<file path="src/rtl/instr_defs.sv">
// instr_defs
// RV32I opcode and funct encodings for the supported subset, and the
// ALU operation set used between decode and execute
package instr_defs;

  // major opcodes, bits [6:0]
  typedef enum logic [6:0] {
    OP_LUI    = 7'b0110111,
    OP_IMM    = 7'b0010011,
    OP_REG    = 7'b0110011,
    OP_LOAD   = 7'b0000011,
    OP_STORE  = 7'b0100011,
    OP_BRANCH = 7'b1100011
  } opcode_e;

  typedef enum logic [2:0] {
    ALU_ADD,
    ALU_SUB,
    ALU_AND,
    ALU_OR,
    ALU_XOR,
    ALU_SLT,
    ALU_PASS_B  // lui, immediate straight through
  } alu_op_e;

  // arithmetic group funct3
  localparam logic [2:0] F3_ADD_SUB = 3'b000;
  localparam logic [2:0] F3_SLT     = 3'b010;
  localparam logic [2:0] F3_XOR     = 3'b100;
  localparam logic [2:0] F3_OR      = 3'b110;
  localparam logic [2:0] F3_AND     = 3'b111;

  // branch funct3
  localparam logic [2:0] F3_BEQ = 3'b000;
  localparam logic [2:0] F3_BNE = 3'b001;

  // load/store kind, only full words are supported
  localparam logic [2:0] F3_WORD = 3'b010;

  // funct7 that turns add into sub
  localparam logic [6:0] F7_SUB = 7'b0100000;

  // addi x0, x0, 0
  localparam logic [31:0] NOP_INSTR = 32'h0000_0013;

endpackage : instr_defs

</file>
<file path="src/rtl/param_defs.sv">
// param_defs
// data, address and register index widths shared by the pipeline,
// plus the values the core comes out of reset with
package param_defs;

  localparam int DataWidth    = 32;
  localparam int AddrWidth    = 32;
  localparam int InstrWidth   = 32;
  localparam int RegAddrWidth = 5;
  localparam int NumRegs      = 1 << RegAddrWidth;  // 32 architectural registers

  typedef logic [DataWidth-1:0]    data_t;
  typedef logic [AddrWidth-1:0]    addr_t;
  typedef logic [InstrWidth-1:0]   instr_t;
  typedef logic [RegAddrWidth-1:0] reg_addr_t;

  // reset values
  localparam addr_t DefaultResetPc = '0;
  localparam data_t DataZero       = '0;

  // sequential fetch step
  localparam addr_t InstrBytes = 4;

endpackage : param_defs
</file>
<file path="src/rtl/riscv_core.sv">
// riscv_core
// five-stage in-order RV32I subset pipeline with split instruction/data ports
`timescale 1ns/1ns

module riscv_core #(
  parameter param_defs::addr_t RESET_PC = param_defs::DefaultResetPc
) (
  input  logic               clk,
  input  logic               arst_n,
  input  param_defs::instr_t imem_rd_data,
  input  param_defs::data_t  dmem_rd_data,
  input  logic               mem_ready,     // low freezes the whole pipe
  output param_defs::addr_t  imem_addr,
  output param_defs::addr_t  dmem_addr,
  output param_defs::data_t  dmem_wr_data,
  output logic               dmem_wr_en,
  output logic               dmem_rd_en
);

  import param_defs::*;
  import instr_defs::*;

  logic      stall;
  logic      br_taken;
  addr_t     br_target;
  addr_t     if_pc;
  instr_t    if_instr;
  reg_addr_t rs1_addr;
  reg_addr_t rs2_addr;
  data_t     rs1_data;
  data_t     rs2_data;
  addr_t     id_pc;
  data_t     id_imm;
  data_t     id_rs1_val;
  data_t     id_rs2_val;
  alu_op_e   id_alu_op;
  logic      id_use_imm;
  reg_addr_t id_rd;
  logic      id_rd_we;
  logic      id_is_load;
  logic      id_is_store;
  logic      id_is_branch;
  logic      id_br_ne;
  data_t     ex_result;
  data_t     ex_store_data;
  reg_addr_t ex_rd;
  logic      ex_rd_we;
  logic      ex_is_load;
  logic      ex_is_store;
  reg_addr_t wb_rd;
  data_t     wb_data;
  logic      wb_we;

  assign stall = !mem_ready;  // hold enable, clock keeps running

  if_stage #(
    .RESET_PC(RESET_PC)
  ) if_stage0 (
    .clk         (clk),
    .arst_n      (arst_n),
    .stall       (stall),
    .flush       (br_taken),
    .br_target   (br_target),
    .imem_rd_data(imem_rd_data),
    .imem_addr   (imem_addr),
    .if_pc       (if_pc),
    .if_instr    (if_instr)
  );

  id_stage id_stage0 (
    .clk         (clk),
    .arst_n      (arst_n),
    .stall       (stall),
    .flush       (br_taken),
    .if_pc       (if_pc),
    .if_instr    (if_instr),
    .rs1_data    (rs1_data),
    .rs2_data    (rs2_data),
    .rs1_addr    (rs1_addr),
    .rs2_addr    (rs2_addr),
    .id_pc       (id_pc),
    .id_imm      (id_imm),
    .id_rs1_val  (id_rs1_val),
    .id_rs2_val  (id_rs2_val),
    .id_alu_op   (id_alu_op),
    .id_use_imm  (id_use_imm),
    .id_rd       (id_rd),
    .id_rd_we    (id_rd_we),
    .id_is_load  (id_is_load),
    .id_is_store (id_is_store),
    .id_is_branch(id_is_branch),
    .id_br_ne    (id_br_ne)
  );

  reg_file reg_file0 (
    .clk     (clk),
    .arst_n  (arst_n),
    .rs1_addr(rs1_addr),
    .rs2_addr(rs2_addr),
    .wb_rd   (wb_rd),
    .wb_data (wb_data),
    .wb_we   (wb_we),
    .rs1_data(rs1_data),
    .rs2_data(rs2_data)
  );

  ex_stage ex_stage0 (
    .clk          (clk),
    .arst_n       (arst_n),
    .stall        (stall),
    .id_pc        (id_pc),
    .id_imm       (id_imm),
    .id_rs1_val   (id_rs1_val),
    .id_rs2_val   (id_rs2_val),
    .id_alu_op    (id_alu_op),
    .id_use_imm   (id_use_imm),
    .id_rd        (id_rd),
    .id_rd_we     (id_rd_we),
    .id_is_load   (id_is_load),
    .id_is_store  (id_is_store),
    .id_is_branch (id_is_branch),
    .id_br_ne     (id_br_ne),
    .br_taken     (br_taken),
    .br_target    (br_target),
    .ex_result    (ex_result),
    .ex_store_data(ex_store_data),
    .ex_rd        (ex_rd),
    .ex_rd_we     (ex_rd_we),
    .ex_is_load   (ex_is_load),
    .ex_is_store  (ex_is_store)
  );

  mem_stage mem_stage0 (
    .clk          (clk),
    .arst_n       (arst_n),
    .stall        (stall),
    .ex_result    (ex_result),
    .ex_store_data(ex_store_data),
    .ex_rd        (ex_rd),
    .ex_rd_we     (ex_rd_we),
    .ex_is_load   (ex_is_load),
    .ex_is_store  (ex_is_store),
    .dmem_rd_data (dmem_rd_data),
    .dmem_addr    (dmem_addr),
    .dmem_wr_data (dmem_wr_data),
    .dmem_wr_en   (dmem_wr_en),
    .dmem_rd_en   (dmem_rd_en),
    .wb_rd        (wb_rd),
    .wb_data      (wb_data),
    .wb_we        (wb_we)
  );

endmodule : riscv_core

</file>
<file path="src/rtl/mem_stage.sv">
// mem_stage
// drives the data port from EX/MEM and registers the writeback value
`timescale 1ns/1ns

module mem_stage (
  input  logic                  clk,
  input  logic                  arst_n,
  input  logic                  stall,
  input  param_defs::data_t     ex_result,
  input  param_defs::data_t     ex_store_data,
  input  param_defs::reg_addr_t ex_rd,
  input  logic                  ex_rd_we,
  input  logic                  ex_is_load,
  input  logic                  ex_is_store,
  input  param_defs::data_t     dmem_rd_data,
  output param_defs::addr_t     dmem_addr,
  output param_defs::data_t     dmem_wr_data,
  output logic                  dmem_wr_en,
  output logic                  dmem_rd_en,
  output param_defs::reg_addr_t wb_rd,
  output param_defs::data_t     wb_data,
  output logic                  wb_we
);

  import param_defs::*;

  data_t wb_value;

  assign dmem_addr    = ex_result;
  assign dmem_wr_data = ex_store_data;
  assign dmem_wr_en   = ex_is_store;  // repeats while stalled
  assign dmem_rd_en   = ex_is_load;

  assign wb_value = ex_is_load ? dmem_rd_data : ex_result;

  // MEM/WB control
  always_ff @(posedge clk or negedge arst_n) begin
    if (!arst_n) begin
      wb_rd <= '0;
      wb_we <= 1'b0;
    end else if (!stall) begin
      wb_rd <= ex_rd;
      wb_we <= ex_rd_we;
    end
  end

  always_ff @(posedge clk) begin
    if (!stall) begin
      wb_data <= wb_value;
    end
  end

  // only word stores exist, so the program must keep addresses aligned
  st_aligned_a : assert property (@(posedge clk) disable iff (!arst_n)
    dmem_wr_en |-> dmem_addr[1:0] == 2'b00);

endmodule : mem_stage

</file>
<file path="src/rtl/ex_stage.sv">
// ex_stage
// ALU, BEQ/BNE resolution and branch target, then the EX/MEM register
`timescale 1ns/1ns

module ex_stage (
  input  logic                  clk,
  input  logic                  arst_n,
  input  logic                  stall,
  input  param_defs::addr_t     id_pc,
  input  param_defs::data_t     id_imm,
  input  param_defs::data_t     id_rs1_val,
  input  param_defs::data_t     id_rs2_val,
  input  instr_defs::alu_op_e   id_alu_op,
  input  logic                  id_use_imm,
  input  param_defs::reg_addr_t id_rd,
  input  logic                  id_rd_we,
  input  logic                  id_is_load,
  input  logic                  id_is_store,
  input  logic                  id_is_branch,
  input  logic                  id_br_ne,
  output logic                  br_taken,
  output param_defs::addr_t     br_target,
  output param_defs::data_t     ex_result,
  output param_defs::data_t     ex_store_data,
  output param_defs::reg_addr_t ex_rd,
  output logic                  ex_rd_we,
  output logic                  ex_is_load,
  output logic                  ex_is_store
);

  import param_defs::*;
  import instr_defs::*;

  data_t op_b;
  data_t alu_result;
  logic  equal;

  assign op_b = id_use_imm ? id_imm : id_rs2_val;

  always_comb begin
    case (id_alu_op)
      ALU_ADD:    alu_result = id_rs1_val + op_b;
      ALU_SUB:    alu_result = id_rs1_val - op_b;
      ALU_AND:    alu_result = id_rs1_val & op_b;
      ALU_OR:     alu_result = id_rs1_val | op_b;
      ALU_XOR:    alu_result = id_rs1_val ^ op_b;
      ALU_SLT:    alu_result = {{(DataWidth-1){1'b0}}, $signed(id_rs1_val) < $signed(op_b)};
      ALU_PASS_B: alu_result = op_b;
      default:    alu_result = id_rs1_val + op_b;
    endcase
  end

  // branches compare the two registers, never the immediate
  assign equal     = (id_rs1_val == id_rs2_val);
  assign br_taken  = id_is_branch && (id_br_ne ? !equal : equal);
  assign br_target = id_pc + id_imm;

  // EX/MEM control
  always_ff @(posedge clk or negedge arst_n) begin
    if (!arst_n) begin
      ex_rd       <= '0;
      ex_rd_we    <= 1'b0;
      ex_is_load  <= 1'b0;
      ex_is_store <= 1'b0;
    end else if (!stall) begin
      ex_rd       <= id_rd;
      ex_rd_we    <= id_rd_we;
      ex_is_load  <= id_is_load;
      ex_is_store <= id_is_store;
    end
  end

  // EX/MEM payload
  always_ff @(posedge clk) begin
    if (!stall) begin
      ex_result     <= alu_result;  // also the load/store address
      ex_store_data <= id_rs2_val;
    end
  end

  // a taken branch must have flushed the slot behind it out of ID/EX
  br_flush_a : assert property (@(posedge clk) disable iff (!arst_n)
    br_taken && !stall |=> !id_is_branch);

endmodule : ex_stage

</file>
<file path="src/rtl/reg_file.sv">
// reg_file
// 32 x 32 register file, x0 reads zero, write data bypassed to same-cycle reads
`timescale 1ns/1ns

module reg_file (
  input  logic                  clk,
  input  logic                  arst_n,
  input  param_defs::reg_addr_t rs1_addr,
  input  param_defs::reg_addr_t rs2_addr,
  input  param_defs::reg_addr_t wb_rd,
  input  param_defs::data_t     wb_data,
  input  logic                  wb_we,
  output param_defs::data_t     rs1_data,
  output param_defs::data_t     rs2_data
);

  import param_defs::*;

  data_t regs [NumRegs];
  logic  wr_live;

  assign wr_live = wb_we && (wb_rd != '0);  // x0 writes dropped

  always_ff @(posedge clk or negedge arst_n) begin
    if (!arst_n) begin
      for (int i = 0; i < NumRegs; i++) begin
        regs[i] <= DataZero;
      end
    end else if (wr_live) begin
      regs[wb_rd] <= wb_data;
    end
  end

  // write-through, covers a consumer three slots behind
  assign rs1_data = (wr_live && wb_rd == rs1_addr) ? wb_data : regs[rs1_addr];
  assign rs2_data = (wr_live && wb_rd == rs2_addr) ? wb_data : regs[rs2_addr];

endmodule : reg_file

</file>
<file path="src/rtl/id_stage.sv">
// id_stage
// decodes the IF/ID word into ALU op, flags and immediate, and latches
// them with the register operands into ID/EX
`timescale 1ns/1ns

module id_stage (
  input  logic                  clk,
  input  logic                  arst_n,
  input  logic                  stall,
  input  logic                  flush,
  input  param_defs::addr_t     if_pc,
  input  param_defs::instr_t    if_instr,
  input  param_defs::data_t     rs1_data,
  input  param_defs::data_t     rs2_data,
  output param_defs::reg_addr_t rs1_addr,
  output param_defs::reg_addr_t rs2_addr,
  output param_defs::addr_t     id_pc,
  output param_defs::data_t     id_imm,
  output param_defs::data_t     id_rs1_val,
  output param_defs::data_t     id_rs2_val,
  output instr_defs::alu_op_e   id_alu_op,
  output logic                  id_use_imm,
  output param_defs::reg_addr_t id_rd,
  output logic                  id_rd_we,
  output logic                  id_is_load,
  output logic                  id_is_store,
  output logic                  id_is_branch,
  output logic                  id_br_ne
);

  import param_defs::*;
  import instr_defs::*;

  opcode_e    opcode;
  logic [2:0] funct3;
  logic [6:0] funct7;
  data_t      imm_i;
  data_t      imm_s;
  data_t      imm_b;
  data_t      imm_u;
  data_t      imm;
  alu_op_e    alu_op_arith;
  logic       arith_ok;
  alu_op_e    alu_op;
  logic       use_imm;
  logic       rd_we;
  logic       is_load;
  logic       is_store;
  logic       is_branch;

  assign opcode   = opcode_e'(if_instr[6:0]);
  assign funct3   = if_instr[14:12];
  assign funct7   = if_instr[31:25];
  assign rs1_addr = if_instr[19:15];
  assign rs2_addr = if_instr[24:20];

  assign imm_i = {{20{if_instr[31]}}, if_instr[31:20]};
  assign imm_s = {{20{if_instr[31]}}, if_instr[31:25], if_instr[11:7]};
  assign imm_b = {{19{if_instr[31]}}, if_instr[31], if_instr[7], if_instr[30:25],
                  if_instr[11:8], 1'b0};
  assign imm_u = {if_instr[31:12], 12'b0};

  // arithmetic group, shared by register and immediate forms
  always_comb begin
    arith_ok     = 1'b1;
    alu_op_arith = ALU_ADD;
    case (funct3)
      F3_ADD_SUB: begin
        if (opcode == OP_REG && funct7 == F7_SUB) begin
          alu_op_arith = ALU_SUB;  // no subi in the ISA
        end
      end
      F3_SLT:  alu_op_arith = ALU_SLT;
      F3_XOR:  alu_op_arith = ALU_XOR;
      F3_OR:   alu_op_arith = ALU_OR;
      F3_AND:  alu_op_arith = ALU_AND;
      default: arith_ok = 1'b0;  // shifts and sltu not supported
    endcase
  end

  always_comb begin
    alu_op    = ALU_ADD;
    imm       = imm_i;
    use_imm   = 1'b0;
    rd_we     = 1'b0;
    is_load   = 1'b0;
    is_store  = 1'b0;
    is_branch = 1'b0;
    case (opcode)
      OP_LUI: begin
        alu_op  = ALU_PASS_B;
        imm     = imm_u;
        use_imm = 1'b1;
        rd_we   = 1'b1;
      end
      OP_IMM: begin
        alu_op  = alu_op_arith;
        use_imm = 1'b1;
        rd_we   = arith_ok;
      end
      OP_REG: begin
        alu_op = alu_op_arith;
        rd_we  = arith_ok;
      end
      OP_LOAD: begin
        if (funct3 == F3_WORD) begin
          use_imm = 1'b1;  // address = rs1 + imm_i
          rd_we   = 1'b1;
          is_load = 1'b1;
        end
      end
      OP_STORE: begin
        if (funct3 == F3_WORD) begin
          imm      = imm_s;
          use_imm  = 1'b1;
          is_store = 1'b1;
        end
      end
      OP_BRANCH: begin
        if (funct3 == F3_BEQ || funct3 == F3_BNE) begin
          imm       = imm_b;
          is_branch = 1'b1;
        end
      end
      default: ;  // unknown opcode falls out as a nop
    endcase
  end

  // ID/EX control
  always_ff @(posedge clk or negedge arst_n) begin
    if (!arst_n) begin
      id_alu_op    <= ALU_ADD;
      id_use_imm   <= 1'b0;
      id_rd        <= '0;
      id_rd_we     <= 1'b0;
      id_is_load   <= 1'b0;
      id_is_store  <= 1'b0;
      id_is_branch <= 1'b0;
      id_br_ne     <= 1'b0;
    end else if (!stall) begin
      id_alu_op    <= alu_op;
      id_use_imm   <= use_imm;
      id_rd        <= if_instr[11:7];
      id_rd_we     <= rd_we & ~flush;  // flushed slot becomes a nop
      id_is_load   <= is_load & ~flush;
      id_is_store  <= is_store & ~flush;
      id_is_branch <= is_branch & ~flush;
      id_br_ne     <= (funct3 == F3_BNE);
    end
  end

  // ID/EX payload
  always_ff @(posedge clk) begin
    if (!stall) begin
      id_pc      <= if_pc;
      id_imm     <= imm;
      id_rs1_val <= rs1_data;
      id_rs2_val <= rs2_data;
    end
  end

endmodule : id_stage

</file>
<file path="src/rtl/if_stage.sv">
// if_stage
// program counter and IF/ID register, redirected by a taken branch
`timescale 1ns/1ns

module if_stage #(
  parameter param_defs::addr_t RESET_PC = param_defs::DefaultResetPc
) (
  input  logic               clk,
  input  logic               arst_n,
  input  logic               stall,
  input  logic               flush,
  input  param_defs::addr_t  br_target,
  input  param_defs::instr_t imem_rd_data,
  output param_defs::addr_t  imem_addr,
  output param_defs::addr_t  if_pc,
  output param_defs::instr_t if_instr
);

  import param_defs::*;
  import instr_defs::*;

  addr_t pc_q;
  addr_t pc_next;

  assign pc_next   = flush ? br_target : pc_q + InstrBytes;
  assign imem_addr = pc_q;  // fetch every slot

  always_ff @(posedge clk or negedge arst_n) begin
    if (!arst_n) begin
      pc_q <= RESET_PC;
    end else if (!stall) begin
      pc_q <= pc_next;
    end
  end

  // IF/ID register
  always_ff @(posedge clk or negedge arst_n) begin
    if (!arst_n) begin
      if_pc    <= RESET_PC;
      if_instr <= NOP_INSTR;
    end else if (!stall) begin
      if (flush) begin
        if_instr <= NOP_INSTR;  // squash the wrong-path fetch
      end else begin
        if_pc    <= pc_q;
        if_instr <= imem_rd_data;
      end
    end
  end

  // branch targets come from execute, so this also covers the immediate path
  pc_aligned_a : assert property (@(posedge clk) disable iff (!arst_n)
    pc_q[1:0] == 2'b00);

endmodule : if_stage

</file>
<file path="config.mk">
export PLATFORM = sky130hd
export DESIGN_NAME = riscv_core
export DESIGN_NICKNAME = d
export VERILOG_FILES = /design/src/rtl/instr_defs.sv /design/src/rtl/param_defs.sv /design/src/rtl/riscv_core.sv /design/src/rtl/mem_stage.sv /design/src/rtl/ex_stage.sv /design/src/rtl/reg_file.sv /design/src/rtl/id_stage.sv /design/src/rtl/if_stage.sv
export SDC_FILE = /design/constraint.sdc
export NUM_CORES = 2
export LEC_CHECK = 0
export BUFFER_PORTS_ARGS = -buffer_cell sky130_fd_sc_hd__buf_2
export CAP_MARGIN = 10
export CORE_MARGIN = 5
export CORE_UTILIZATION = 45
export CTS_CLUSTER_DIAMETER = 100
export CTS_CLUSTER_SIZE = 30
export DETAILED_ROUTE_END_ITERATION = 8
export GPL_TIMING_DRIVEN = 0
export SYNTH_ARGS = -nofsm -noshare
export SYNTH_HDL_FRONTEND = slang
export SYNTH_SLANG_ARGS = --single-unit
</file>
<file path="constraint.sdc">
create_clock -name clk -period 5.07 [get_ports clk]
set_input_delay 0.7605 -clock clk [delete_from_list [all_inputs] [get_ports clk]]
set_output_delay 0.7605 -clock clk [all_outputs]
set_load 0.01 [all_outputs]
</file>
# Word level (Yosys, flattened, before mapping)
# Cells that the tools add are included.
# word_totals
in_bits	67
reg_bits	1372
elab_cells	143
# classes
bitwise_logic	11
mux	31
n_eq_ne	21
addsub	4
reduce_logical	15
order_cmp	5
# ops
cell	count
bitwise mux 1024 bit	1
2-to-1 mux 32 bit	11
binary-select mux 32 bit (select 5 bit)	2
one-hot mux 32 bit (6 select lines)	1
demux 32 bit (select 5 bit)	1
one-hot mux 31 bit (3 select lines)	1
adder 32 bit	2
adder 32 x 3 -> 32 bit (second input constant)	1
bitwise AND 32 bit	1
equality test 32 bit	1
less-than comparator 32 bit	1
OR 32 bit	1
subtractor 32 bit	1
bitwise XOR 32 bit	1
equality test 7 x 6 -> 1 bit (second input constant)	4
equality test 3 bit (second input constant)	6
>= comparator 6 bit (second input constant)	3
inverter 5 -> 6 bit	3
one-hot mux 3 bit (5 select lines)	1
2-to-1 mux 12 bit	1
equality test 5 bit	2
equality test 3 x 2 -> 1 bit (second input constant)	3
2-to-1 mux 1 bit	8
equality test 7 x 2 -> 1 bit (second input constant)	1
other kinds (18)	29

# Longest topological paths before layout
# depth
depth_word	6
mapped_depth	17
mapped_depth_nobuf	14

# By module
# A second synthesis with hierarchy kept.
# hier_totals
hier_cells	5732
hier_area_um2	75762.7
# by_module_without_submodules
module	area_each_um2	cells_per_inst	seq_area_each_um2	instances
reg_file	53445.0	3483	25624.6	1
ex_stage	10475.0	1331	2122.0	1
id_stage	5039.8	262	4194.0	1
if_stage	4571.9	507	2406.1	1
mem_stage	2227.1	148	1111.1	1
riscv_core	3.8	1	0.0	1

# Least setup slack after synthesis
# Ideal clock, no wire load.
# synth_path
kind	register to register
startpoint	register id_stage0.id_use_imm
endpoint	register ex_stage0.ex_result[26], data pin
arrival_time_ns	4.164
path_buffers	3
period_less_slack_ns	4.425
slack_ns	0.645
path_stages_with_launch	16
cell_sequence	dfrtp_1 clkbuf_1 clkbuf_1 clkbuf_1 mux2_2 inv_1 ha_1 or4_4 a211oi_2 o211ai_2 a2111oi_2 o31ai_2 o21bai_1 a21oi_1 nor3b_1 o32a_1
# synth_between
elab_chain_len	3
word_cells_on_any_way	7
cone_classes	2 x add/sub; 2 x mux; 3 x bitwise
# synth_rtl
element	line	text
start: declaration	id_stage.sv:22	output logic id_use_imm,
start signal: assignment	id_stage.sv:142	id_use_imm <= use_imm;
2-to-1 mux 32 bit *	ex_stage.sv:38	assign op_b = id_use_imm ? id_imm : id_rs2_val;
adder 32 bit, or another cell as far along	ex_stage.sv:42, ex_stage.sv:49	
one-hot mux 32 bit (6 select lines) *	ex_stage.sv:41	case (id_alu_op)
named net ex_stage0.alu_result[26]	ex_stage.sv:35	data_t alu_result;
end signal: assignment	ex_stage.sv:76	ex_result <= alu_result;
end: declaration	ex_stage.sv:23	output param_defs::data_t ex_result,
# The timed path passes the listed nets; every way through them passes the cells marked *.
# A chain may end at the register's enable or synchronous reset.

# Worst setup path in the final report
# layout_path
startpoint	register if_stage0.if_instr[15]
endpoint	register id_stage0.id_rs1_val[19], data pin
# layout_between
elab_chain_len	5
word_cells_on_any_way	7
cone_classes	1 x eq/ne; 4 x mux; 1 x bitwise; 1 x reduce/logical
# layout_rtl
element	line	text
start: declaration	if_stage.sv:16	output param_defs::instr_t if_instr
start signal: assignment	if_stage.sv:46	if_instr <= imem_rd_data;
inverter 5 -> 6 bit (implied by the code)	reg_file.sv:35	assign rs1_data = (wr_live && wb_rd == rs1_addr) ? wb_data : regs[rs1_addr];
binary-select mux 32 bit (select 5 bit)	reg_file.sv:35	
2-to-1 mux 32 bit (implied by the code) (2 in a row)	reg_file.sv:35	
2-to-1 mux 32 bit *	reg_file.sv:35	
named net id_stage0.rs1_data[19]	id_stage.sv:13	input param_defs::data_t rs1_data,
end signal: assignment	id_stage.sv:157	id_rs1_val <= rs1_data;
end: declaration	id_stage.sv:19	output param_defs::data_t id_rs1_val,
# The timed path passes the listed nets; every way through them passes the cells marked *. The select of a mux whose other input is x is not followed.

==> metrics.md <==
| Metric | Value |
|---|---|
| Chip width | `418 um` |
| Clock skew | `58.2 ps` |
| Avg Cell Area, Syn | `14.2 um2` |
| Async SR Flop Fraction | `83.7%` |
| Port-buffer cells | `164` |
| H-Tree Level Count | `2` |
| DRT Wirelength | `264000 um` |
| Initial drt markers | `5807` |
| Vert. Die Dim | `418 um` |
| Total CTS buffers | `56` |
| Clock tree root buffer cell | `clkbuf_16` |
| Leak | `35.7 nW` |
| PwrDens | `324 mW/mm2` |
| Post-synthesis xor/xnor area fraction | `1.31%` |
| Initial Utilization | `45.4%` |
| Antenna Nets Post-Route | `0` |
| Adder-Cell Fraction of Synth Area | `2.60%` |
| Mux contribution to synthesized area | `36.9%` |
| TritonRoute pass-1 iters | `6` |
| Syn Inst Count | `5301` |
| Final hold violation count | `2` |
| Yosys warns | `0` |
| Number of global-route vias before repair | `50300` |
| Failing checks | `hold timing` |
| Post-DP HPWL | `201000 um` |
| Residual DRC count | `0` |
| Main combinational cell family by area after synthesis | `multiplexers` |
| Worst skew pair latency | `750 ps` |
| Final Net Count | `5792` |
| Vias post-DR | `50100` |
| CP required | `5400 ps` |
| Area Growth Syn to Fin | `8.45%` |
| Synth Area in Compound Gates | `5.24%` |
| Max Cap Viol | `0` |
| Clock slew at reported path FFs | `120 ps` |
| Post-synth EDFFs | `224` |
| Count of endpoints failing setup in the final report | `0` |
| Register area share after synthesis | `47.2%` |
| First-pass GRT wire length | `372000 um` |
| Total gr overflow | `0` |
| Post-synth cell types | `87` |
| CP Capture Type | `flip-flop` |
| Synth Flop Type | `dfrtp_1` |
| Area contributors post-synth | `dfrtp_1 38%, mux4_2 19%, mux2_2 16%, edfxtp_1 9.0%, ha_1 2.5%` |
| Slew of the pin with the lowest slew margin | `1440 ps` |
| Period utilization | `98.8%` |
| Clock buffer depth | `3` |
| Routed len/inst | `33.8 um` |
| Area share of and/or/nand/nor cells after synthesis | `3.44%` |
| Worst EP arrival | `5340 ps` |
| Leading cell types by count after synthesis | `1145 x dfrtp_1, 1092 x mux2_2, 640 x mux4_2` |
| Num ports | `165` |
| Tmin final | `5010 ps` |
| Final Cell Area | `0.0814 mm2` |
| Peak VDD IR | `0.313 mV` |
| Hold_ws | `-13.3 ps` |
| Post-Layout Cell Count | `7802` |
| Fin. max-slew vios | `0` |
| Startpoint types | `flip-flop` |
| RePlAce Congestion | `0.980` |
| Most frequent cell after synthesis | `dfrtp_1` |
| Initial antenna violation count | `12` |
| CTS tree | `done` |
| CTS Sinks | `1372` |
| Status | `finished, violations left` |
| Area after DPL | `0.0794 mm2` |
| Share of layout cells above drive strength 1 | `37.3%` |
| Fmax | `200 MHz` |
| Synthesized Nets | `5522` |
| Final Total Pwr | `26.3 mW` |
| Core area | `0.165 mm2` |
| FP Rows | `149` |
| Critical path type | `reg2reg` |
| CTS Hold Bufs | `0` |
| Area share of the largest cell type after synthesis | `38.2%` |
| Worst Path Max Fanout | `10` |
| Cell taking the most area after synthesis | `dfrtp_1` |
| Vias per cell | `6.42` |
| Post-synthesis register bit count | `1372` |
| Largest net degree at the start of global routing | `164` |
| Gr usage total | `29.7%` |
| Max_slew headroom | `3.83%` |
| Die area | `0.175 mm2` |
| Placed insts | `7692` |
| Hold Path Class | `in2async` |
| RSZ-0062 raised after global routing | `no` |
| Post-Syn Area | `0.0751 mm2` |
-- path summary, 6_finish.rpt --
| path | to | from | cells past startpoint | slack [ps] |
|---|---|---|---|---|
| hold reg to reg | id_stage0.id_pc[8]$_DFFE_PP_ | if_stage0.if_pc[8]$_DFFE_PN0P_ | 0 | 440 |
| hold / removal | reg_file0.regs[1017]$_DFFE_PN0P_ | arst_n | 1 | -10 |
| max in group asynchronous | reg_file0.regs[201]$_DFFE_PN0P_ | arst_n | 4 | 2410 |
| setup reg to reg | id_stage0.id_rs1_val[19]$_DFFE_PP_ | if_stage0.if_instr[15]$_DFFE_PN0P_ | 7 | 60 |
| min in group clk | if_stage0.if_instr[3]$_DFFE_PN0P_ | imem_rd_data[3] | 3 | 260 |
| setup / recovery | id_stage0.id_rs1_val[19]$_DFFE_PP_ | if_stage0.if_instr[15]$_DFFE_PN0P_ | 7 | 60 |
-- through the flow --
stage	setup TNS, ps	setup slack, ps	hold slack [ps]	utilization (%)
2_1_floorplan	0	645	419	-
4_1_cts	0	36.5	1.34	49.1
3_5_place_dp	-34950	-2210	429	48.0
3_3_place_gp	-	-22970	422	47.5
5_1_grt	0	8.25	24.2	49.2
6_report	0	59.7	-13.3	49.2
-- metal layers --
metal,global-route usage (%),vias to the layer above,wire length (um)
met5,0.465,-,129
met4,14.5,6,15400
met3,7.31,535,23800
li1,-,20600,-
met1,40.0,26600,106000
met2,45.4,2326,119000
-- report_power, final --
part / internal (mW) / switching, mW
Sequential: 12.5 / 1.15
Clock: 2.21 / 3.77
Combinational: 3.04 / 3.66
Total: 17.7 / 8.58
-- registers in the layout, indices dropped and copies added, names as in the netlist, 32 cells and up --
register / flops
ex_stage0.ex_result: 32
ex_stage0.ex_store_data: 32
id_stage0.id_imm: 32
id_stage0.id_pc: 32
id_stage0.id_rs1_val: 32
id_stage0.id_rs2_val: 32
if_stage0.if_instr: 32
if_stage0.if_pc: 32
if_stage0.imem_addr: 32
mem_stage0.wb_data: 32
reg_file0.regs: 1024
-- layout by cell type, fill, tap and decap left out, types with 156 or more instances in the layout --
cell and instances:
buf_2 177, nand2_1 224, mux2_2 1092, edfxtp_1 224, o21ai_0 156, clkbuf_1 375, a21oi_1 167, dfrtp_1 1144
mux4_2 640, inv_1 164
-- layout make-up --
cell class | instances | area [um2]
fill | 14400 | 84000
multi-input combinational | 3280 | 37300
sequential | 1372 | 35500
tap | 2189 | 2740
buffer | 480 | 1860
timing repair buffer | 213 | 1690
clock buffer | 77 | 1530
inverter | 168 | 631
clock inverter | 16 | 206
antenna | 7 | 17.5
-- cell families after synthesis --
family,after synthesis
multiplexers,1830
flip-flops,1372
adder cells (fa/ha/maj),154
XOR/XNOR,112
AND/OR/NAND/NOR,561
buffers and inverters,649
AO/OA/AOI/OAI,623
-- what timing repair did --
action,in CTS,in global routing
buffers inserted,0,2
pin swaps,0,2
cloned,0,0
setup endpoints to repair,28,11
gates resized for setup,21,10
-- worst max-delay path, cell delays in order (launching register included) --
cell	delay, ps
dfrtp_1	370
clkbuf_1	650
clkbuf_1	810
clkdlybuf4s15_1	950
mux4_2	610
mux4_2	460
mux2i_1	260
o21ai_0	460
(Power assumes the default switching activity.)
